<file path="config.mk">
export PLATFORM = sky130hd
export DESIGN_NAME = icache_refill
export DESIGN_NICKNAME = d
export VERILOG_FILES = /design/src/verilog/icache_pkg.sv /design/src/verilog/icache_refill.sv
export VERILOG_INCLUDE_DIRS = /design/src /design/src/include
export SDC_FILE = /design/constraint.sdc
export NUM_CORES = 1
export LEC_CHECK = 0
export ABC_AREA = 1
export BUFFER_PORTS_ARGS = -buffer_cell sky130_fd_sc_hd__buf_2
export CAP_MARGIN = 20
export CORE_UTILIZATION = 35
export DETAILED_ROUTE_END_ITERATION = 10
export PLACE_DENSITY = 0.7
export SLEW_MARGIN = 20
export SYNTH_ARGS = -nofsm -noshare
export SYNTH_HDL_FRONTEND = slang
export SYNTH_SLANG_ARGS = --single-unit
</file>
<file path="constraint.sdc">
create_clock -name clock -period 8.5 [get_ports clock]
set_clock_uncertainty 0.1 [all_clocks]
set_input_delay 2.125 -clock clock [delete_from_list [all_inputs] [get_ports clock]]
set_output_delay 2.125 -clock clock [all_outputs]
set_load 0.01 [all_outputs]
</file>
<file path="src/include/icache_macros.svh">
`ifndef ICACHE_MACROS_SVH
`define ICACHE_MACROS_SVH

// fetch address split.
`define ADDR_LEN    32
`define OFFSET_LEN  4
`define INDEX_LEN   2
`define TAG_LEN     26

// cache geometry.
`define BLOCK_WORDS 4
`define LINES       4

// 1024 words of instruction memory.
`define MEM_AW      10

// response codes on rresp.
`define RESP_OKAY   2'd0
`define RESP_MISS   2'd2

`endif

</file>
<file path="src/verilog/icache_pkg.sv">
`include "icache_macros.svh"

package icache_pkg;

	// one fetch address, seen whole or split into cache fields.
	typedef union packed {
		logic [`ADDR_LEN-1:0] raw;
		struct packed {
			logic [`TAG_LEN-1:0]    tag;
			logic [`INDEX_LEN-1:0]  index;
			logic [`OFFSET_LEN-3:0] word;
			logic [1:0]             byte_off;
		} f;
	} cache_addr_u;

endpackage

</file>
<file path="src/verilog/icache_refill.sv">
`include "icache_macros.svh"

module icache_refill (
	input  logic                    clock,
	input  logic                    reset,

	input  logic [`ADDR_LEN-1:0]    fetch_araddr,
	input  logic                    fetch_arvalid,
	output logic                    fetch_arready,
	output logic [31:0]             fetch_rdata,
	output logic                    fetch_rvalid,
	input  logic                    fetch_rready,

	output icache_pkg::cache_addr_u lk_araddr,
	output logic                    lk_arvalid,
	input  logic                    lk_arready,
	input  logic [31:0]             lk_rdata,
	input  logic [1:0]              lk_rresp,
	input  logic                    lk_rvalid,
	output logic                    lk_rready,

	output icache_pkg::cache_addr_u fill_awaddr,
	output logic                    fill_awvalid,
	input  logic                    fill_awready,
	output logic [31:0]             fill_wdata,
	output logic [3:0]              fill_wstrb,
	output logic                    fill_wvalid,
	input  logic                    fill_wready,
	input  logic                    fill_bvalid,
	output logic                    fill_bready,

	output logic [`ADDR_LEN-1:0]    mem_araddr,
	output logic                    mem_arvalid,
	input  logic                    mem_arready,
	input  logic [31:0]             mem_rdata,
	input  logic                    mem_rvalid,
	output logic                    mem_rready
);
	import icache_pkg::*;

	localparam logic [3:0] S_IDLE    = 4'd0;
	localparam logic [3:0] S_LOOKUP  = 4'd1;
	localparam logic [3:0] S_LK_WAIT = 4'd2;
	localparam logic [3:0] S_MEM_AR  = 4'd3;
	localparam logic [3:0] S_MEM_R   = 4'd4;
	localparam logic [3:0] S_FILL_AW = 4'd5;
	localparam logic [3:0] S_FILL_W  = 4'd6;
	localparam logic [3:0] S_FILL_B  = 4'd7;
	localparam logic [3:0] S_RESP    = 4'd8;

	logic [3:0]             state_q;
	logic [`OFFSET_LEN-3:0] word_q;
	cache_addr_u            fetch_addr_q;
	cache_addr_u            line_addr;

	// word of the missing line currently being moved.
	always_comb begin
		line_addr            = fetch_addr_q;
		line_addr.f.word     = word_q;
		line_addr.f.byte_off = 2'b00;
	end

	assign fetch_arready = (state_q == S_IDLE);
	assign fetch_rvalid  = (state_q == S_RESP);

	assign lk_araddr  = fetch_addr_q;
	assign lk_arvalid = (state_q == S_LOOKUP);
	assign lk_rready  = (state_q == S_LK_WAIT);

	assign mem_araddr  = line_addr.raw;
	assign mem_arvalid = (state_q == S_MEM_AR);
	assign mem_rready  = (state_q == S_MEM_R);

	assign fill_awaddr  = line_addr;
	assign fill_awvalid = (state_q == S_FILL_AW);
	assign fill_wstrb   = 4'hf; // whole words only.
	assign fill_wvalid  = (state_q == S_FILL_W);
	assign fill_bready  = (state_q == S_FILL_B);

	always_ff @(posedge clock) begin
		if (reset) begin
			state_q <= S_IDLE;
			word_q  <= '0;
		end else begin
			case (state_q)
				S_IDLE: if (fetch_arvalid) state_q <= S_LOOKUP;
				S_LOOKUP: if (lk_arready) state_q <= S_LK_WAIT;
				S_LK_WAIT: begin
					if (lk_rvalid) begin
						if (lk_rresp == `RESP_OKAY) begin
							state_q <= S_RESP;
						end else begin
							word_q  <= '0; // refill from the line start.
							state_q <= S_MEM_AR;
						end
					end
				end
				S_MEM_AR: if (mem_arready) state_q <= S_MEM_R;
				S_MEM_R: if (mem_rvalid) state_q <= S_FILL_AW;
				S_FILL_AW: if (fill_awready) state_q <= S_FILL_W;
				S_FILL_W: if (fill_wready) state_q <= S_FILL_B;
				S_FILL_B: begin
					if (fill_bvalid) begin
						if (word_q == (`OFFSET_LEN-2)'(`BLOCK_WORDS-1)) begin
							state_q <= S_LOOKUP; // line complete, look again.
						end else begin
							word_q  <= word_q + 1'b1;
							state_q <= S_MEM_AR;
						end
					end
				end
				S_RESP: if (fetch_rready) state_q <= S_IDLE;
				default: state_q <= S_IDLE;
			endcase
		end
	end

	always_ff @(posedge clock) begin
		if (fetch_arvalid && fetch_arready) begin
			fetch_addr_q.raw <= fetch_araddr;
		end
		if (state_q == S_LK_WAIT && lk_rvalid) begin
			fetch_rdata <= lk_rdata;
		end
		if (mem_rvalid && mem_rready) begin
			fill_wdata <= mem_rdata;
		end
	end

endmodule

</file>
==> metrics, run 1 <==
core area=0.0109 sq mm; vias in the first global route=2,587; CTS buffer count=9; Pwr Total=1.49 mW; Vias per Instance=4.25; Die H=108 microns; Rows=38; DP Wirelength=7.65 mm; Die X=108 microns; Post-Syn Area per Cell=14.9 sq um; RSZ-0062 raised after global routing=false; Critical Path End Type=output port; Initial Util=36.3%; CP arrival=between 1000 and 1500 ps; Achievable Freq=between 0.2 and 0.3 GHz; Syn Inst Count=~270; WL per Instance=15.1 microns; Slew @ Worst Pin=872 ps; Hold Path Class=reg -> reg; Post-CTS Setup Bufs=0; Req. time, crit path=6280 ps; CTS Sinks=102; critical path class=reg -> out; fillers=1,009; die area=0.0118 sq mm; Ports=282; DRC errors left=0; Rel. slew slack=41.7%; critical-path maximum fanout=5; synthesized area=0.00397 sq mm; clock root buffer=clkbuf_16; initial antenna violation count=1; minimum clock period=3710 ps; H-tree depth=3; global route overflow=0; Peak VDD IR=0.000139 V; Starting DRT DRC Count=69; Area growth syn-to-layout=34.6%; Routed Antenna Nets=0; vias=2,714; later-pin clock latency in the skew report=approximately 340 ps; Worst Setup Start Kind=flop; gpl congestion=0.786; Final period util=43.6%; Synth Register Bits=~100; CTS tree=yes; Synth warnings=0; post-synthesis cell type count=21; CTS max path bufs=2; pwr dens=279 mW/mm^2; IO Port Bufs=roughly 270; DRT Pass-1 Iters=4; routed wire length=9.64 mm; Max-Cap Viols=0; Worst-path clk slew=70 ps; sequential cell area fraction in the yosys report=around 76%; leakage power=2.47 nW; GRT Overall Usage=15.7%; status=finished clean; setup TNS=0 ps; first-pass GRT wire length=13.4 mm; final hold vios=0; layout cell share with drive strength beyond 1=63.2%; fin nets=602; post_cts resized=0; max-slew violation count=0; # hold bufs at CTS=0; largest net degree at the start of global routing=33; Final setup viols=0
==> synth_stat cells, drive strengths merged <==
| library cell | count | area [sq um] |
|---|---|---|
| inv | 24 | 90.1 |
| nor3 | 3 | 15.0 |
| nand4 | 2 | 12.5 |
| o21bai | 1 | 7.51 |
| ha | 1 | 12.5 |
| a21oi | 1 | 8.76 |
| conb | 2 | 7.51 |
| o211ai | 1 | 7.51 |
| nand2 | 25 | 101 |
| nor2 | 27 | 131 |
| dfxtp | 6 | 120 |
| o21ai | 1 | 5.00 |
| buf | 66 | 495 |
| nand3 | 10 | 67.6 |
| edfxtp | 96 | 2880 |
==> worst max-delay path, cell delays in order, from the launching register on <==
cell and delay [ps]:
dfxtp_1 360, nor2_1 250, inv_1 160, nor3_1 190, buf_2 180
==> cell families after synthesis <==
group / after synthesis / synth area share (%)
DFF: 102 / 75.7
buffers and inverters: 90 / 14.8
and+or+nand+nor: 67 / 8.27
AOI/OAI and AO/OA: 4 / 0.726
other: 2 / 0.189
adders and majority gates: 1 / 0.316
==> final cells by class <==
type | instances | area, sq um | share of cell area [%]
tap | 140 | 175 | 3.28
antenna | 1 | 2.50 | 0.0469
sequential | 102 | 3000 | 56.3
clock inverter | 6 | 40.0 | 0.750
timing repair buffer | 275 | 1380 | 25.9
multi-input combinational | 80 | 414 | 7.76
clock buffer | 10 | 229 | 4.29
inverter | 24 | 90.1 | 1.69
==> stage by stage <==
| step | hold WS, ps | util [%] | area (sq um) | instances | worst slack, ps |
|---|---|---|---|---|---|
| final | 433 | 48.8 | 5340 | 638 | 4790 |
| after floorplan | 433 | - | 3990 | 272 | 3540 |
| after detailed placement | 437 | 46.3 | 5060 | 621 | 4990 |
| after CTS | 446 | 48.8 | 5330 | 637 | 4790 |
| after global routing | 466 | 48.8 | 5340 | 638 | 4680 |
| after global placement | 407 | 46.3 | 5060 | 621 | 5060 |
==> layer usage <==
layer  share of wire [%]  global-route usage, %
met4                 2.6                   8.59
met5                   0                      0
met1                  36                   15.9
met3                 6.2                   4.16
met2                  55                   29.0
==> worst paths after layout <==
kind                                  from       endpoint  slack, ps  cells after the start
worst min-delay path             word_q[1]      word_q[1]        430                      2
worst max register to register  state_q[0]  lk_araddr[12]       6330                      5
worst max-delay path            state_q[0]   fetch_rvalid       4790                      4
worst min register to register   word_q[1]      word_q[1]        430                      2
==> registers in the layout, summed over array words and instances, names as in the netlist <==
| register | cells |
|---|---|
| lk_araddr | 32 |
| fetch_rdata | 32 |
| word_q | 2 |
| state_q | 4 |
| fill_wdata | 32 |
==> power by group <==
group | switching, mW | leakage, nW | internal [mW]
Sequential | 0.0494 | 0.928 | 0.653
Clock | 0.172 | 0.121 | 0.197
Combinational | 0.260 | 1.42 | 0.154
==> layout by cell type (no fill, tap or decap), types with 2 or more instances in the layout <==
master,count
buf_4,2
buf_2,273
edfxtp_1,96
nor2_4,2
nor3_1,2
conb_1,8
nand2_1,22
inv_1,19
nand2_2,3
nand3_1,8
clkinvlp_4,4
inv_2,5
dfxtp_1,6
clkinv_2,2
nor2_2,10
clkbuf_16,9
nor2_1,15
nand4_1,2
No activity file was read; power rests on OpenSTA's default activity.
==> inputs of run 2 (changes only) <==
--- a/config.mk
+++ b/config.mk
@@ -11,7 +11,7 @@
 export CAP_MARGIN = 20
 export CORE_UTILIZATION = 35
 export DETAILED_ROUTE_END_ITERATION = 10
-export PLACE_DENSITY = 0.7
+export PLACE_DENSITY = 0.73
 export SLEW_MARGIN = 20
 export SYNTH_ARGS = -nofsm -noshare
 export SYNTH_HDL_FRONTEND = slang
==> constraint.sdc (replaced) <==
create_clock -name clock -period 3.3 [get_ports clock]
set_clock_uncertainty 0.1 [all_clocks]
set_input_delay 0.825 -clock clock [delete_from_list [all_inputs] [get_ports clock]]
set_output_delay 0.825 -clock clock [all_outputs]
set_load 0.01 [all_outputs]
==> metrics, run 2 (synthesized netlist as in run 1, its figures left out) <==
vias=2,703 (-0.41%); Vias per Instance=4.24 (-0.41%); final hold vios=0 (unchanged); global route overflow=0 (unchanged); most frequent cells in the layout=273 x buf_2, 96 x edfxtp_1, 22 x nand2_1; GRT Overall Usage=15.8% (+0.11 points); Hold Path Class=reg -> reg; fin nets=603 (+0.17%); WP buf/inv=2 (unchanged); diodes inserted=0 (-1); DRT Pass-1 Iters=4 (unchanged); Achievable Freq=0.409 GHz; status=finished clean; Initial Util=36.3% (unchanged); P_sw=1.23 mW (+150%); slowest stage delay, CP=350 ps (about the same); Critical Path End Type=output port; CTS tree=yes; post_cts resized=0 (unchanged); IO Port Bufs=273 (unchanged); Final period util=74.0%; Switching Share=30.9% (-1.5 points); Pint=2.74 mW (+170%); critical path class=reg -> out; CTS buffer count=9 (unchanged); Slowest-stage cell, CP=dfxtp_1; initial antenna violation count=0 (-1); Worst Setup Start Kind=flop; CP arrival=1520 ps (+40 ps); first-pass GRT wire length=13.4 mm (-0.15%); Worst-path clk slew=60 ps (about the same); Peak VDD IR=0.000413 V (+200%); leakage power=2.50 nW (+1.6%); max-slew violation count=0 (unchanged); Comb pwr share=27.2% (-0.6 points); Die H=108 microns (unchanged); DP Wirelength=7.76 mm (+1.5%); Flop pwr share=45.5% (-1.8 points); routed wire length=9.66 mm (+0.15%); Post-CTS Setup Bufs=0 (unchanged); crit path cell chain=nor2_1 -> inv_1 -> nor3_1 -> buf_2; Area growth syn-to-layout=35.7%; gpl congestion=0.815 (+3.7%); critical-path maximum fanout=5 (unchanged); pre-CTS WS=1220 ps (-3770 ps); layout cell share with drive strength beyond 1=62.9% (-0.33 points); DRC errors left=0 (unchanged); largest net degree at the start of global routing=33 (unchanged); CTS Sinks=102 (unchanged); core area=0.0109 sq mm (unchanged); RSZ-0062 raised after global routing=false; later-pin clock latency in the skew report=340 ps (about the same); die area=0.0118 sq mm (unchanged); Clock Power Share=27.3% (+2.4 points); Die X=108 microns (unchanged); fillers=1,002 (-0.69%); CP top delay family=simple AND/OR/NAND/NOR gates; H-tree depth=3 (unchanged); # hold bufs at CTS=0 (unchanged); WL per Instance=15.1 microns (+0.15%); CTS max path bufs=2 (unchanged); minimum clock period=roughly 2400 ps; pwr dens=738 mW/mm^2 (+160%); Rows=38 (unchanged); commonest non-fill, non-tap cell in the layout=buf_2; clock root buffer=clkbuf_16; Max-Cap Viols=0 (unchanged); Starting DRT DRC Count=182 (+160%); vias in the first global route=2,583 (-0.15%); setup TNS=0 ps (unchanged); Routed Antenna Nets=0 (unchanged); Req. time, crit path=2370 ps (-3910 ps); hold slack final=434 ps (+0.846 ps); Ports=282 (unchanged); post-route worst setup slack=858 ps (-3940 ps); Final setup viols=0 (unchanged)
==> run 2: worst paths after layout <==
kind | from | cells after the start | slack [ps] | end
worst min-delay path | word_q[1] | 2 | 430 | word_q[1]
worst max register to register | state_q[3] | 6 | 1420 | lk_araddr[31]
worst max-delay path | state_q[0] | 4 | 860 | fetch_rvalid
worst min register to register | word_q[1] | 2 | 430 | word_q[1]
==> run 2: layout make-up <==
type                            count  area, sq um  area share (%)
Sequential cell                   102         3000            55.8
Timing Repair Buffer              276         1390            25.8
Multi-Input combinational cell     80          415            7.72
Clock buffer                       11          233            4.33
Tap cell                          140          175            3.26
Inverter                           24         90.1            1.67
Clock inverter                      5         73.8            1.37
==> run 2: power by group through the flow <==
stage	logic [mW]	clock network, mW	registers (mW)
after floorplan	0.687	0	1.92
after global placement	1.08	0	1.82
after detailed placement	1.09	0	1.84
after CTS	1.09	1.12	1.81
after global routing	1.20	1.16	1.83
final	1.08	1.08	1.80
==> run 2: worst reg2reg max path, stage by stage (launching register included) <==
cell and delay [ps]:
dfxtp_1 360, nor2_2 360, inv_2 80, nor2_2 130
inv_1 70, nor2_2 70, buf_4 360
==> run 2: through the flow <==
step	instance area, sq um	util (%)	std cells	total power [mW]
after floorplan	3990	-	272	2.61
after global routing	5380	49.2	638	4.19
after CTS	5380	49.2	638	4.03
after detailed placement	5070	46.4	622	2.93
final	5380	49.2	638	3.97
after global placement	5070	46.4	622	2.90
==> run 2: layer usage <==
layer	GRT usage [%]	vias up	wire length, microns
li1	-	1279	-
met1	16.1	1281	3340
met2	28.9	130	5420
met3	5.61	13	726
met4	6.85	0	167
met5	0	-	0
==> inputs of run 3 (changes only) <==
--- a/config.mk
+++ b/config.mk
@@ -6,7 +6,7 @@
 export SDC_FILE = /design/constraint.sdc
 export NUM_CORES = 1
 export LEC_CHECK = 0
-export ABC_AREA = 1
+export ABC_AREA = 0
 export BUFFER_PORTS_ARGS = -buffer_cell sky130_fd_sc_hd__buf_2
 export CAP_MARGIN = 20
 export CORE_UTILIZATION = 35
==> constraint.sdc (replaced) <==
create_clock -name clock -period 2 [get_ports clock]
set_clock_uncertainty 0.1 [all_clocks]
set_input_delay 0.5 -clock clock [delete_from_list [all_inputs] [get_ports clock]]
set_output_delay 0.5 -clock clock [all_outputs]
set_load 0.01 [all_outputs]
==> metrics, run 3 <==
minimum clock period=2060 ps; violated checks=negative setup slack; post-route worst setup slack=-56.1 ps (-914 ps); commonest non-fill, non-tap cell in the layout=buf_2; Synth Register Bits=102 (unchanged); Post-synth top cells=96 x edfxtp_1, 66 x buf_4, 7 x nor2_1, 7 x nor3_1; # hold bufs at CTS=0 (unchanged); fraction of registers with async set/reset=0% (unchanged); synthesized area=0.00396 sq mm (about the same); Main synth FF type=edfxtp_1; CTS max path bufs=2 (unchanged); Die H=108 microns (about the same); Post-Syn Area per Cell=16.2 sq um (+8.5%); Worst Setup Start Kind=flop; Final setup viols=2 (+2); HP Start=mem_rdata[25]; post-route cell area=0.00541 sq mm (+0.49%); Critical Path End Type=output port; RR Endpoint=word_q[0]; first-pass GRT wire length=13.8 mm (+3.5%); vias in the first global route=2,616 (+1.3%); synth top area cells=edfxtp_1 73%, buf_4 13%, dfxtp_1 3.0%; Max-Cap Viols=0 (unchanged); fin nets=581 (-3.6%); Vias per Instance=4.40 (+3.9%); pre-CTS WS=87.0 ps (-1130 ps); diodes inserted=0 (unchanged); most frequent cell after synthesis=edfxtp_1; initial antenna violation count=0 (unchanged); post-synthesis cell type count=34 (+62%); RSZ-0062 raised after global routing=true; FF-to-FF path depth=6 (unchanged); core area=0.0109 sq mm (unchanged); max-slew violation count=0 (unchanged); clock root buffer=clkbuf_16; DRC errors left=0 (unchanged); Worst-path clk slew=70 ps (about the same); critical-path maximum fanout=7 (+2); most frequent cells in the layout=272 x buf_2, 96 x edfxtp_1, 9 x clkbuf_16; largest net degree at the start of global routing=33 (unchanged); Syn Inst Count=245 (-7.9%); final hold vios=0 (unchanged); Req. time, crit path=1400 ps (-970 ps); die area=0.0118 sq mm (about the same); layout cell share with drive strength beyond 1=65.3% (+2.4 points); Synth top area share=72.8% (about the same); status=complete, but fails checks; Pwr Total=6.15 mW (+55%); number of enable flip-flop cells after synthesis=96 (unchanged); Final period util=103%; Starting DRT DRC Count=103 (-43%); Area growth syn-to-layout=36.4%; Synth warnings=0 (unchanged); routed wire length=10.3 mm (+7.1%); DRT Pass-1 Iters=4 (unchanged); WL per Instance=16.8 microns (+11%); DP Wirelength=7.95 mm (+2.4%); Hold Path Class=in -> reg; Ports=282 (unchanged); pwr dens=1140 mW/mm^2 (+54%); R2R Setup Slk=-20 ps (-1440 ps); Hold EP=fill_wdata[25]; later-pin clock latency in the skew report=340 ps (about the same); H-tree depth=3 (unchanged); r2r startpoint=state_q[0]; Routed Antenna Nets=0 (unchanged); GRT Overall Usage=16.4% (+0.57 points); CTS tree=yes; vias=2,708 (+0.18%); fillers=985 (-1.7%); Critical path origin=state_q[0]; Achievable Freq=0.486 GHz; leakage power=2.39 nW (-4.5%); Rows=38 (unchanged); gpl congestion=0.863 (+6.0%); Placement Cell Area=0.00504 sq mm (-0.54%); cell taking the most area after synthesis=edfxtp_1; CP arrival=1460 ps (-60 ps); IO Port Bufs=273 (unchanged); Initial Util=36.2% (about the same); Hold Path Stages=1 (-1); global route overflow=0 (unchanged); critical path class=reg -> out; sequential cell area fraction in the yosys report=75.8% (about the same); CTS buffer count=9 (unchanged); Die X=108 microns (about the same); Peak VDD IR=0.000705 V (+71%); CTS Sinks=102 (unchanged)
==> run 3: cell types whose count changed after synthesis, moves of 3 or more <==
cell,before,now
nand2_1,22,5
o21ai_0,0,5
nor3_1,3,7
nor2_1,17,7
nor2_2,9,0
and2_1,0,3
nor4_1,0,3
inv_1,19,2
a21oi_1,0,4
nand3_1,8,2
nor3b_1,0,4
nand2b_1,0,6
inv_2,5,0
clkbuf_1,0,5
==> run 3: worst max path at each step <==
stage                           end  cells after the start
floorplan             fill_wdata[0]                      5
global placement          word_q[0]                      5
detailed placement  fetch_rdata[23]                      3
CTS                       lk_rready                      3
global route              lk_rready                      3
finish                    lk_rready                      3
==> run 3: cell families after synthesis <==
group,synth area share [%]
other,0.190
AOI/OAI and AO/OA,3.13
DFF,75.8
buffers and inverters,13.3
and+or+nand+nor,7.29
adders and majority gates,0.316
==> run 3: power by group <==
part | internal, mW | switching (mW) | total (mW)
sequential | 2.72 | 0.176 | 2.89
clock | 0.967 | 0.723 | 1.69
combinational | 0.634 | 0.932 | 1.57
==> run 3: repair_timing <==
action                                  in CTS  in global routing
pin swaps                                    1                  0
gates cloned                                 0                  1
gates resized for setup                      7                  8
buffers inserted                             3                  0
endpoints found under the setup margin       7                 40
==> run 3: final cells by class <==
class	instances	area, sq um	share of cell area, %
multi-input cells	76	494	9.14
well taps	140	175	3.24
clock inverters	3	46.3	0.856
inverters	2	7.51	0.139
repair buffers	280	1440	26.6
clock buffers	12	236	4.38
flip-flops and latches	102	3010	55.7
==> run 3: worst max-delay path: stages (launching register included) <==
cell and delay (ps):
dfxtp_4 370, or4b_4 570, inv_2 80, buf_6 100
==> run 3: metrics by stage <==
| stage | TNS [ps] | std cells | util [%] | hold slack (ps) |
|---|---|---|---|---|
| 2_1_floorplan | 0 | 251 | - | 403 |
| 3_3_place_gp | 0 | 596 | 46.1 | 398 |
| 3_5_place_dp | 0 | 596 | 46.1 | 408 |
| 4_1_cts | -72.3 | 614 | 49.1 | 211 |
| 5_1_grt | -337 | 615 | 49.4 | 208 |
| 6_report | -71.7 | 615 | 49.4 | 229 |
==> run 3: layer usage <==
layer	share of wire (%)	global-route usage, %	routed length [microns]
met3	7.7	5.61	796
met2	56	30.4	5780
met1	35	16.8	3640
met5	0	0	0
met4	1.3	6.08	131
