--- src/include/icache_macros.svh ---
`ifndef ICACHE_MACROS_SVH
`define ICACHE_MACROS_SVH

// fetch address split.
`define ADDR_LEN    32
`define OFFSET_LEN  4
`define INDEX_LEN   2
`define TAG_LEN     26

// cache geometry.
`define BLOCK_WORDS 4
`define LINES       4

// 1024 words of instruction memory.
`define MEM_AW      10

// response codes on rresp.
`define RESP_OKAY   2'd0
`define RESP_MISS   2'd2

`endif

--- src/verilog/icache_pkg.sv ---
`include "icache_macros.svh"

package icache_pkg;

	// one fetch address, seen whole or split into cache fields.
	typedef union packed {
		logic [`ADDR_LEN-1:0] raw;
		struct packed {
			logic [`TAG_LEN-1:0]    tag;
			logic [`INDEX_LEN-1:0]  index;
			logic [`OFFSET_LEN-3:0] word;
			logic [1:0]             byte_off;
		} f;
	} cache_addr_u;

endpackage

--- src/verilog/icache_store.sv ---
`include "icache_macros.svh"

module icache_store (
	input  logic                    clock,
	input  logic                    reset,
	input  logic                    flush,

	input  icache_pkg::cache_addr_u lk_araddr,
	input  logic                    lk_arvalid,
	output logic                    lk_arready,

	output logic [31:0]             lk_rdata,
	output logic [1:0]              lk_rresp,
	output logic                    lk_rvalid,
	input  logic                    lk_rready,

	input  icache_pkg::cache_addr_u fill_awaddr,
	input  logic                    fill_awvalid,
	output logic                    fill_awready,

	input  logic [31:0]             fill_wdata,
	input  logic [3:0]              fill_wstrb,
	input  logic                    fill_wvalid,
	output logic                    fill_wready,

	output logic                    fill_bvalid,
	output logic [1:0]              fill_bresp,
	input  logic                    fill_bready
);
	import icache_pkg::*;

	logic [31:0]          data_q [`LINES][`BLOCK_WORDS];
	logic [`TAG_LEN-1:0]  tag_q [`LINES];
	logic [`LINES-1:0]    valid_q;
	cache_addr_u          aw_addr_q;

	logic lk_hit;
	logic ar_fire;
	logic r_fire;
	logic aw_fire;
	logic w_fire;
	logic b_fire;

	assign ar_fire = lk_arvalid & lk_arready;
	assign r_fire  = lk_rvalid & lk_rready;
	assign aw_fire = fill_awvalid & fill_awready;
	assign w_fire  = fill_wvalid & fill_wready;
	assign b_fire  = fill_bvalid & fill_bready;

	assign lk_hit = valid_q[lk_araddr.f.index] &&
		(tag_q[lk_araddr.f.index] == lk_araddr.f.tag);

	assign fill_bresp = `RESP_OKAY; // fills never fail.

	// lookup channel handshake.
	always_ff @(posedge clock) begin
		if (reset) begin
			lk_arready <= 1'b1;
			lk_rvalid  <= 1'b0;
		end else begin
			if (ar_fire) begin
				lk_arready <= 1'b0;
				lk_rvalid  <= 1'b1;
			end else if (r_fire) begin
				lk_arready <= 1'b1; // open again next cycle.
				lk_rvalid  <= 1'b0;
			end
		end
	end

	always_ff @(posedge clock) begin
		if (ar_fire) begin
			lk_rdata <= data_q[lk_araddr.f.index][lk_araddr.f.word];
			lk_rresp <= lk_hit ? `RESP_OKAY : `RESP_MISS;
		end
	end

	// fill channel, aw then w then b.
	always_ff @(posedge clock) begin
		if (reset) begin
			fill_awready <= 1'b1;
			fill_wready  <= 1'b0;
			fill_bvalid  <= 1'b0;
		end else begin
			if (aw_fire) begin
				fill_awready <= 1'b0;
				fill_wready  <= 1'b1;
			end
			if (w_fire) begin
				fill_wready <= 1'b0;
				fill_bvalid <= 1'b1;
			end
			if (b_fire) begin
				fill_bvalid  <= 1'b0;
				fill_awready <= 1'b1;
			end
		end
	end

	always_ff @(posedge clock) begin
		if (aw_fire) begin
			aw_addr_q <= fill_awaddr;
		end
	end

	always_ff @(posedge clock) begin
		if (w_fire) begin
			for (int b = 0; b < 4; b++) begin
				if (fill_wstrb[b]) begin
					data_q[aw_addr_q.f.index][aw_addr_q.f.word][8*b +: 8] <=
						fill_wdata[8*b +: 8];
				end
			end
			tag_q[aw_addr_q.f.index] <= aw_addr_q.f.tag;
		end
	end

	always_ff @(posedge clock) begin
		if (reset || flush) begin
			valid_q <= '0; // flush acts like fence.i.
		end else if (w_fire) begin
			valid_q[aw_addr_q.f.index] <= 1'b1;
		end
	end

endmodule

--- config.mk ---
export PLATFORM = sky130hd
export DESIGN_NAME = icache_store
export DESIGN_NICKNAME = d
export VERILOG_FILES = /design/src/verilog/icache_pkg.sv /design/src/verilog/icache_store.sv
export VERILOG_INCLUDE_DIRS = /design/src /design/src/include
export SDC_FILE = /design/constraint.sdc
export NUM_CORES = 1
export LEC_CHECK = 0
export BUFFER_PORTS_ARGS = -buffer_cell sky130_fd_sc_hd__buf_2
export CAP_MARGIN = 10
export CORE_MARGIN = 2
export CORE_UTILIZATION = 35
export DETAILED_ROUTE_END_ITERATION = 8
export HOLD_SLACK_MARGIN = 0.02
export PLACE_DENSITY = 0.52
export SYNTH_ARGS = -nofsm -noshare
export SYNTH_HDL_FRONTEND = slang
export SYNTH_SLANG_ARGS = --single-unit
--- constraint.sdc ---
create_clock -name clock -period 2.26 [get_ports clock]
set_clock_uncertainty 0.05 [all_clocks]
set_input_delay 0.452 -clock clock [delete_from_list [all_inputs] [get_ports clock]]
set_output_delay 0.452 -clock clock [all_outputs]
set_load 0.05 [all_outputs]
==> results.md, run 1 <==
* Root buf cell: clkbuf_16
* Unrepaired setup endpoints after global routing: false
* Core area at 73,200 µm²
* Critical Path Max Stage Delay at around 0.5 ns
* WL/cell at roughly 24 µm
* Largest net degree at the start of global routing at 34
* TritonRoute pass-1 iters at 5
* Worst-Margin Slew at roughly 0.53 ns
* Pwr dens at roughly 870 nW/µm²
* Initial Util at 35.5%
* Period Utilization, post-route at around 90%
* Synthesized flop and latch total at 688
* Initial antenna violation count at 10
* Clock-pin transition on the worst setup and hold timing paths at 0.06 ns
* Setup crit end kind: flip-flop
* Placed insts at 2,295
* Outcome: completed
* FF-to-FF End: lk_rresp[1]
* GRT Util Overall at between 10% and 20%
* # DRC at 0
* CTS tree: done
* Die ar. at approximately 77,000 µm²
* Crit Path Max Fanout at 1
* Via count of the first global-routing pass at between 10,000 and 15,000
* Setup TNS at 0 ns
* ANT nets after route at 0
* Crit path to: lk_rresp[1]
* Clock Path Buffers at 3
* EDFF count, synth at ~680
* CP Depth at 5
* Post-CTS Setup Repair Bufs at 0
* Clk pwr share at a little over two fifths
* Crit path cell chain: mux4_2 > xor2_1 > a2111oi_2 > and3_1 > nand4_1
* Post-synthesis sequential area ratio at around four fifths
* CP startpoint kind: flip-flop
* Min Tclk post-route at about 2.0 ns
* Critical path arrival at around 2.3 ns
* Grt total ovfl at 0
* Row count at 99
* Leakage at 10.3 nW
* HPWL after DPL at 35.8 mm
* I/O pin total at 149
* Gate power share at under 10%
* Worst Path Buf+Inv at 0
* Final cell count without fillers at around 2,500
* Worst path top cell family by delay: multiplexers
* RD Place Congestion at about 0.75
* Port-buffer cells at roughly 140
* Most frequent cells in the layout: edfxtp_1 (679), mux4_2 (173), buf_2 (139)
* Inserted Clock Buffers at 74
* Share of cells above drive strength 1 at between 30% and 40%
* Clk sinks at just under 700
* Die width at around 280 µm
* Sw Ratio at 20.9%
* Sw Pwr at between 5 and 6 mW
* DR vias at between 10,000 and 15,000
* Max-slew violation count at 0
* Commonest non-fill, non-tap cell in the layout: edfxtp_1
* Slowest cell on crit path: mux4_2
* Hold Path Class: in2reg
* Syn Inst Count at approximately 1,100
* Mapped Area at 26,000 µm²
* Top_reg_cell synth: edfxtp_1
* CP Class: reg2reg
* Seq pwr share at 52.4%
* FILL cells at ~6,300
* H-tree lvl count at 3
* # diodes at 0
* Layout Nets at roughly 1,600
* Worst Reg-to-Reg Cells at 5
* Syn Area/Cell at between 20 and 25 µm²
* Final setup fails at 0
* Clk_lat worst skew at approximately 0.6 ns
* Fmax at 0.502 GHz
* R2R Path Start: tag_q[2][23]
* First-pass GRT wire length at between 80 and 90 mm
* FF-to-FF setup slack at approximately 0.27 ns
* Synth warn at 0
* Design internal power at around 22 mW
* Area delta synth->final at 20.9%
* DRT Wirelength at between 50 and 60 mm
* Max-slew headroom at 64.5%
* Die H at about 280 µm
* CP Data Required Time at between 2 and 3 ns
* Unique masters post-synth at between 40 and 50
* Peak VDD IR at roughly 0.48 mV
* Async SR Flop Fraction at 0%
* Maximum Capacitance Violations at 0
* DR iter-0 viols at 890
* Crit. Startpoint: tag_q[2][23]
* Hold Fails Final Rpt at 0
* Vias per inst at between 5 and 6
## cell usage after synthesis, drive strengths merged (2+ instances only)
cell    count  area (µm²)
a21oi       8        40.0
a22oi       3        22.5
xnor2       5        43.8
mux2i      25         250
o21a        5        37.5
o21ai       8        40.0
nand2b      2        12.5
inv         6        22.5
edfxtp    679       20400
xor2       13         114
nand2      22        82.6
clkbuf     16        60.1
and2        3        18.8
buf        38         201
nand4       3        18.8
a221oi      2        17.5
nand3       6        30.0
nor2b       3        18.8
and3        5        31.3
mux4      173        3900
nor2       75         282
o221ai      2        17.5
a211oi      2        15.0
dfxtp       9         180
o211ai      2        15.0
mux2        2        22.5
nor4        2        12.5
a22o        2        17.5
## power groups by stage
| stage | registers [mW] | logic [mW] | clock network [mW] |
|---|---|---|---|
| final | 14.3 | 1.49 | 11.5 |
| after global routing | 14.3 | 1.60 | 12.3 |
| after CTS | 14.3 | 1.52 | 11.8 |
| after detailed placement | 14.5 | 1.48 | 0 |
| after global placement | 14.5 | 1.46 | 0 |
| after floorplan | 14.7 | 0.685 | 0 |
## registers in the layout (all words and copies together), names as in the netlist
register / cells
fill_wready: 1
data_q: 512
lk_rvalid: 1
lk_rdata: 32
fill_bvalid: 1
lk_rresp: 1
fill_awready: 1
aw_addr_q: 30
lk_arready: 1
valid_q: 4
tag_q: 104
## through the flow
stage	hold slack, ns	setup slack (ns)	power (mW)	util [%]	instance area, µm²
floorplan	0.384	-0.297	15.4	-	26100
global placement	0.393	-0.283	16.0	39.4	28800
detailed placement	0.405	-0.263	16.0	39.4	28800
CTS	0.0200	0.207	27.6	42.9	31400
global route	0.0252	0.0342	28.2	42.9	31400
finish	0.0536	0.266	27.2	42.9	31400
## worst min path at each step
stage / startpoint / to / slack, ns / cells after the start
floorplan: valid_q[0] / valid_q[0] / 0.38 / 1
global placement: valid_q[0] / valid_q[0] / 0.39 / 1
detailed placement: valid_q[0] / valid_q[0] / 0.40 / 1
CTS: fill_awaddr[3] / aw_addr_q[3] / 0.02 / 1
global route: fill_awaddr[3] / aw_addr_q[3] / 0.03 / 1
finish: fill_awaddr[3] / aw_addr_q[3] / 0.05 / 1
## layout make-up
type,instances,area (µm²),area share (%)
sequential,688,20600,65.4
multi-input combinational,387,5180,16.5
timing repair buffer,286,2180,6.93
clock buffer,98,2060,6.54
tap,959,1200,3.82
clock inverter,29,230,0.732
inverter,6,22.5,0.0716
## metal layers
layer	track usage [%]	up-vias	part of all wire (%)
li1	-	5367	-
met1	20.8	6439	42
met2	26.5	356	50
met3	3.80	99	6.0
met4	4.05	16	2.0
met5	0	-	0.16
## cell families after synthesis
logic type / count (synthesis) / share of synthesized area, %
buffers and inverters: 60 / 1.09
and+or+nand+nor: 123 / 2.00
muxes: 200 / 16.0
other: 1 / 0.0144
DFF: 688 / 79.1
AOI/OAI and AO/OA: 43 / 1.18
xor gates and xnor gates: 18 / 0.606
## worst register-to-register path, stage by stage, from the launching register on
cell,delay [ns]
edfxtp_1,0.36
mux4_2,0.49
xor2_1,0.18
a2111oi_2,0.32
and3_1,0.23
nand4_1,0.11
## repair_timing
item,4_1_cts,5_1_grt
endpoints found under the hold margin,30,0
resized for setup,0,0
hold buffers,31,0
(Power assumes the default switching activity.)
==> run 2: changes to the inputs <==
--- a/config.mk
+++ b/config.mk
@@ -8,10 +8,13 @@
 export LEC_CHECK = 0
 export BUFFER_PORTS_ARGS = -buffer_cell sky130_fd_sc_hd__buf_2
 export CAP_MARGIN = 10
+export CORE_ASPECT_RATIO = 1.5
 export CORE_MARGIN = 2
 export CORE_UTILIZATION = 35
+export CTS_CLUSTER_DIAMETER = 60
 export DETAILED_ROUTE_END_ITERATION = 8
 export HOLD_SLACK_MARGIN = 0.02
+export MAX_ROUTING_LAYER = met4
 export PLACE_DENSITY = 0.52
 export SYNTH_ARGS = -nofsm -noshare
 export SYNTH_HDL_FRONTEND = slang
==> results.md, run 2 (synthesis gave the netlist of run 1 again) <==
* Pwr dens at 850 nW/µm² (-1.8%)
* Clk sinks at 688 (unchanged)
* Final core utilization at 42.3% (-0.61 points)
* Crit Path Max Fanout at 2 (+1)
* ANT nets after route at 0 (unchanged)
* Cts hold-fix bufs at 32 (+3.2%)
* Via count of the first global-routing pass at 13,300 (+0.80%)
* Share of cells above drive strength 1 at 35.6% (-0.36 points)
* Core area at 73,700 µm² (+0.71%)
* Outcome: completed
* Max-slew violation count at 0 (unchanged)
* Area occupied by multi-input gates at 5180 µm² (unchanged)
* TritonRoute pass-1 iters at 5 (unchanged)
* Area delta synth->final at 20.0%
* Clock Path Buffers at 3 (unchanged)
* Final setup fails at 0 (unchanged)
* FILL cells at 6,412 (+2.1%)
* Min Tclk post-route at 2.09 ns (+0.0929 ns)
* Leakage at 10.2 nW (-1.4%)
* Vias per inst at 4.90 (-2.1%)
* Port-buffer cells at 141 (unchanged)
* Commonest non-fill, non-tap cell in the layout: edfxtp_1
* Setup crit end kind: flip-flop
* Initial Util at 35.3% (-0.25 points)
* DR vias at 12,100 (-1.2%)
* Clock-pin transition on the worst setup and hold timing paths at 0.06 ns (about the same)
* Worst Reg-to-Reg Cells at 7 (+2)
* CTS tree: done
* CP Class: reg2reg
* Fmax at 0.479 GHz (-4.5%)
* I/O pin total at 149 (unchanged)
* Max FFs per register at 512 (unchanged)
* CP startpoint kind: flip-flop
* Grt total ovfl at 0 (unchanged)
* Post-cts gate resize count at 0 (unchanged)
* Unrepaired setup endpoints after global routing: false
* Peak VDD IR at 0.605 mV (+26%)
* Die H at 338 µm (+22%)
* Critical path arrival at 2.37 ns (+0.09 ns)
* Most flops, register: data_q
* Largest net degree at the start of global routing at 57 (+68%)
* Post-CTS Setup Repair Bufs at 0 (unchanged)
* Pwr Total at 26.5 mW (-2.5%)
* GRT Util Overall at 16.3% (+0.42 points)
* Largest regs: data_q (512), tag_q (104), lk_rdata (32)
* Crit. Startpoint: tag_q[3][11]
* H-tree lvl count at 3 (unchanged)
* Die width at 227 µm (-18%)
* Inserted Clock Buffers at 67 (-9.5%)
* RD Place Congestion at 0.773 (+3.0%)
* Hold Path Class: in2reg
* Die ar. at 76,600 µm² (about the same)
* Crit path to: lk_rresp[1]
* WL/cell at 23.7 µm (-2.5%)
* FF-to-FF End: lk_rresp[1]
* DR iter-0 viols at 937 (+5.3%)
* # DRC at 0 (unchanged)
* DRT Wirelength at 58.7 mm (-1.6%)
* Layout Nets at 1,538 (-0.84%)
* Clk_lat worst skew at 0.61 ns (about the same)
* FF-to-FF setup slack at 0.17 ns (-0.09 ns)
* First-pass GRT wire length at 86.3 mm (-1.9%)
* CP Data Required Time at 2.54 ns (about the same)
* Maximum Capacitance Violations at 0 (unchanged)
* Row count at 122 (+23%)
* HPWL after DPL at 36.8 mm (+2.8%)
* Most frequent cells in the layout: edfxtp_1 (679), mux4_2 (173), buf_2 (139)
* R2R Path Start: tag_q[3][11]
* Hold Fails Final Rpt at 0 (unchanged)
* Initial antenna violation count at 4 (-6)
* Period Utilization, post-route at 92.3% (+4.1 points)
* Root buf cell: clkbuf_16
* Register Area at 20,600 µm² (unchanged)
[run 2: changes by cell type in the layout (fill, tap and decap cells not counted), sizes merged]
cell         change
buf              -7
dlygate4sd3      +1
diode            +4
clkbuf          -16
clkinv           +4
clkinvlp         +2
inv              +3
[run 2: per-layer routing]
metal,track usage (%),up-vias,wire length [µm]
li1,-,5347,-
met1,18.6,6412,22900
met2,29.0,292,31900
met3,2.99,81,2710
met4,4.82,0,1130
met5,-,-,0
[run 2: layout make-up]
class / instances / area share (%)
antenna: 4 / 0.0321
tap: 992 / 3.98
clock inverter: 38 / 1.02
inverter: 6 / 0.0722
timing repair buffer: 280 / 6.64
clock buffer: 82 / 5.76
multi-input combinational: 387 / 16.6
sequential: 688 / 65.9
[run 2: worst min path at each step]
stage	start	to	cells after the start
after floorplan	valid_q[0]	valid_q[0]	1
after global placement	valid_q[1]	valid_q[1]	1
after detailed placement	valid_q[1]	valid_q[1]	1
after CTS	fill_bready	fill_bvalid	3
after global routing	lk_rready	lk_arready	3
final	fill_bready	fill_bvalid	3
[run 2: power breakdown]
group | total (mW) | internal [mW] | switching (mW)
logic | 1.46 | 0.600 | 0.858
clock network | 10.8 | 6.06 | 4.76
registers | 14.2 | 14.2 | 0.0689
[run 2: worst max-delay path, cell delays in order (launching register included)]
cell and delay [ns]:
edfxtp_1 0.37, mux2i_1 0.22, o22ai_1 0.11, o21ai_0 0.28, buf_4 0.17, nand4_1 0.17
nor4_1 0.32, nand4_1 0.12
[run 2: metrics by stage]
step	instances	hold WS, ns	cell area, µm²	TNS, ns	setup WS (ns)
6_report	2477	0.0931	31200	0	0.173
2_1_floorplan	1135	0.384	26100	-31.39	-0.297
3_3_place_gp	2321	0.394	28800	-6.01	-0.301
4_1_cts	2473	0.0421	31200	0	0.0887
3_5_place_dp	2321	0.398	28800	-6.16	-0.264
5_1_grt	2476	0.0679	31200	0	0.0302
==> run 3: changes to the inputs <==
--- a/config.mk
+++ b/config.mk
@@ -13,6 +13,7 @@
 export CORE_UTILIZATION = 35
 export CTS_CLUSTER_DIAMETER = 60
 export DETAILED_ROUTE_END_ITERATION = 8
+export GPL_TIMING_DRIVEN = 0
 export HOLD_SLACK_MARGIN = 0.02
 export MAX_ROUTING_LAYER = met4
 export PLACE_DENSITY = 0.52
==> results.md, run 3 (synthesis gave the netlist of run 1 again) <==
* Share of cells above drive strength 1 at 37.8% (+2.2 points)
* CP Class: reg2reg
* Vias per inst at 4.99 (+1.8%)
* Core area at 73,700 µm² (unchanged)
* Grt total ovfl at 0 (unchanged)
* Placed insts at 2,271 (-2.2%)
* Largest regs: data_q (512), tag_q (104), lk_rdata (32)
* Max-slew headroom at 28.2%
* Unrepaired setup endpoints after global routing: true
* Setup TNS at -1.63 ns (-1.63 ns)
* Crit Path Max Fanout at 10 (+8)
* Max-slew violation count at 0 (unchanged)
* Leakage at 9.96 nW (-2.3%)
* Via count of the first global-routing pass at 13,300 (+0.45%)
* CP startpoint kind: flip-flop
* Period Utilization, post-route at 104% (+11 points)
* Setup crit end kind: flip-flop
* Hold Fails Final Rpt at 0 (unchanged)
* Hold Path Class: in2reg
* GRT Util Overall at 16.9% (+0.59 points)
* Commonest non-fill, non-tap cell in the layout: edfxtp_1
* Clock-pin transition on the worst setup and hold timing paths at 0.06 ns (about the same)
* Min setup slack post-route at -0.0854 ns (-0.259 ns)
* Die ar. at 76,600 µm² (unchanged)
* # DRC at 0 (unchanged)
* Final setup fails at 35 (+35)
* WL/cell at 25.1 µm (+6.1%)
* TritonRoute pass-1 iters at 4 (-1)
* DRT Wirelength at 61.3 mm (+4.4%)
* Initial Util at 35.3% (unchanged)
* Final cell count without fillers at 2,438 (-1.6%)
* Critical path arrival at 2.53 ns (+0.16 ns)
* Max FFs per register at 512 (unchanged)
* Port-buffer cells at 138 (-2.1%)
* Layout Nets at 1,496 (-2.7%)
* Initial antenna violation count at 7 (+3)
* ANT nets after route at 0 (unchanged)
* Root buf cell: clkbuf_16
* Pre-CTS WS at -0.975 ns (-0.711 ns)
* Area delta synth->final at 20.6%
* Row count at 122 (unchanged)
* FF-to-FF setup slack at -0.09 ns (-0.26 ns)
* Worst Reg-to-Reg Cells at 4 (-3)
* Largest net degree at the start of global routing at 26 (-54%)
* Hold path endpoint: lk_arready
* Die H at 338 µm (unchanged)
* Clk_lat worst skew at 0.62 ns (about the same)
* DR vias at 12,200 (+0.23%)
* Register Area at 20,600 µm² (unchanged)
* Fmax at 0.426 GHz (-11%)
* CP Data Required Time at 2.44 ns (-0.10 ns)
* Most frequent cells in the layout: edfxtp_1 (679), mux4_2 (173), buf_2 (151)
* Failing checks: negative setup slack
* Worst-Margin Slew at roughly 1.1 ns
* Die width at 227 µm (unchanged)
* Min Tclk post-route at 2.35 ns (+0.259 ns)
* Clock Path Buffers at 3 (unchanged)
* Outcome: finished, violations left
* RD Place Congestion at 0.783 (+1.4%)
* Clk sinks at 688 (unchanged)
* HPWL after DPL at 41.4 mm (+13%)
* Maximum Capacitance Violations at 0 (unchanged)
* I/O pin total at 149 (unchanged)
* FILL cells at 6,350 (-0.97%)
* FF-to-FF End: data_q[2][92]
* DR iter-0 viols at 846 (-9.7%)
* CTS tree: done
* Worst hold stages at 3 (unchanged)
* Most flops, register: data_q
* Area occupied by multi-input gates at 5570 µm² (+7.5%)
* First-pass GRT wire length at 88.4 mm (+2.4%)
* R2R Path Start: aw_addr_q[4]
* Peak VDD IR at 0.694 mV (+15%)
* Inserted Clock Buffers at 68 (+1.5%)
* H-tree lvl count at 3 (unchanged)
* Min-delay src: lk_rready
* Pwr dens at 870 nW/µm² (+2.3%)
run 3: cell types whose count changed in the layout (fill, tap and decap cells not counted), moves of 5 or more:
cell | previous run | this run
buf_12 | 18 | 8
nor2_4 | 0 | 44
buf_4 | 89 | 9
nor2_2 | 4 | 24
buf_2 | 139 | 151
buf_6 | 0 | 14
nor2_1 | 71 | 7
clkinv_1 | 12 | 7
clkbuf_1 | 12 | 25
run 3: layout make-up:
type                       count  share of cell area, %
antenna                        5                 0.0399
buffer                        53                   1.28
clock buffer                  91                   5.97
clock inverter                32                   1.21
inverter                       6                 0.0718
multi-input combinational    387                   17.7
sequential                   688                   65.6
tap                          992                   3.96
timing repair buffer         184                   4.13
run 3: metrics by stage:
| stage | util [%] | power (mW) | hold slack [ns] | cell area, µm² |
|---|---|---|---|---|
| CTS | 42.3 | 27.6 | 0.0316 | 31200 |
| global route | 42.5 | 28.1 | 0.0720 | 31400 |
| floorplan | - | 15.4 | 0.384 | 26100 |
| finish | 42.5 | 27.3 | 0.0746 | 31400 |
| global placement | 38.0 | 16.0 | 0.396 | 28000 |
| detailed placement | 38.3 | 16.0 | 0.401 | 28200 |
run 3: where the power goes:
| group | switching (mW) | internal (mW) | total (mW) | leakage (nW) |
|---|---|---|---|---|
| combinational | 0.951 | 0.589 | 1.54 | 2.65 |
| sequential | 0.0594 | 14.2 | 14.2 | 6.21 |
| clock | 4.82 | 6.68 | 11.5 | 1.09 |
| total | 5.83 | 21.4 | 27.3 | 9.96 |
run 3: timing repair:
| item | in CTS | in global routing |
|---|---|---|
| setup endpoints to repair | 461 | 319 |
| resized for setup | 91 | 50 |
| pin swaps | 6 | 3 |
| buffers inserted | 5 | 3 |
| hold buffers | 32 | 0 |
| hold endpoints to repair | 31 | 0 |
run 3: worst max path at each step:
stage | from | end | cells after the start
after detailed placement | lk_araddr[5] | lk_rdata[22] | 5
after floorplan | fill_wready | tag_q[3][0] | 2
after global placement | aw_addr_q[4] | tag_q[0][22] | 3
after global routing | aw_addr_q[4] | data_q[2][93] | 4
after CTS | aw_addr_q[4] | data_q[2][92] | 4
final | aw_addr_q[4] | data_q[2][92] | 4
run 3: layer usage:
metal | wire, µm | GRT usage, % | up-vias
li1 | - | - | 5270
met1 | 22700 | 18.6 | 6418
met2 | 33400 | 30.3 | 366
met3 | 3550 | 3.55 | 106
met4 | 1610 | 5.42 | 0
met5 | 0 | - | -
run 3: critical path: stages, from the launching register on:
cell and delay, ns:
edfxtp_1 0.42, nand2b_1 0.17, clkbuf_1 0.33, clkbuf_2 0.42, nor2_2 0.58
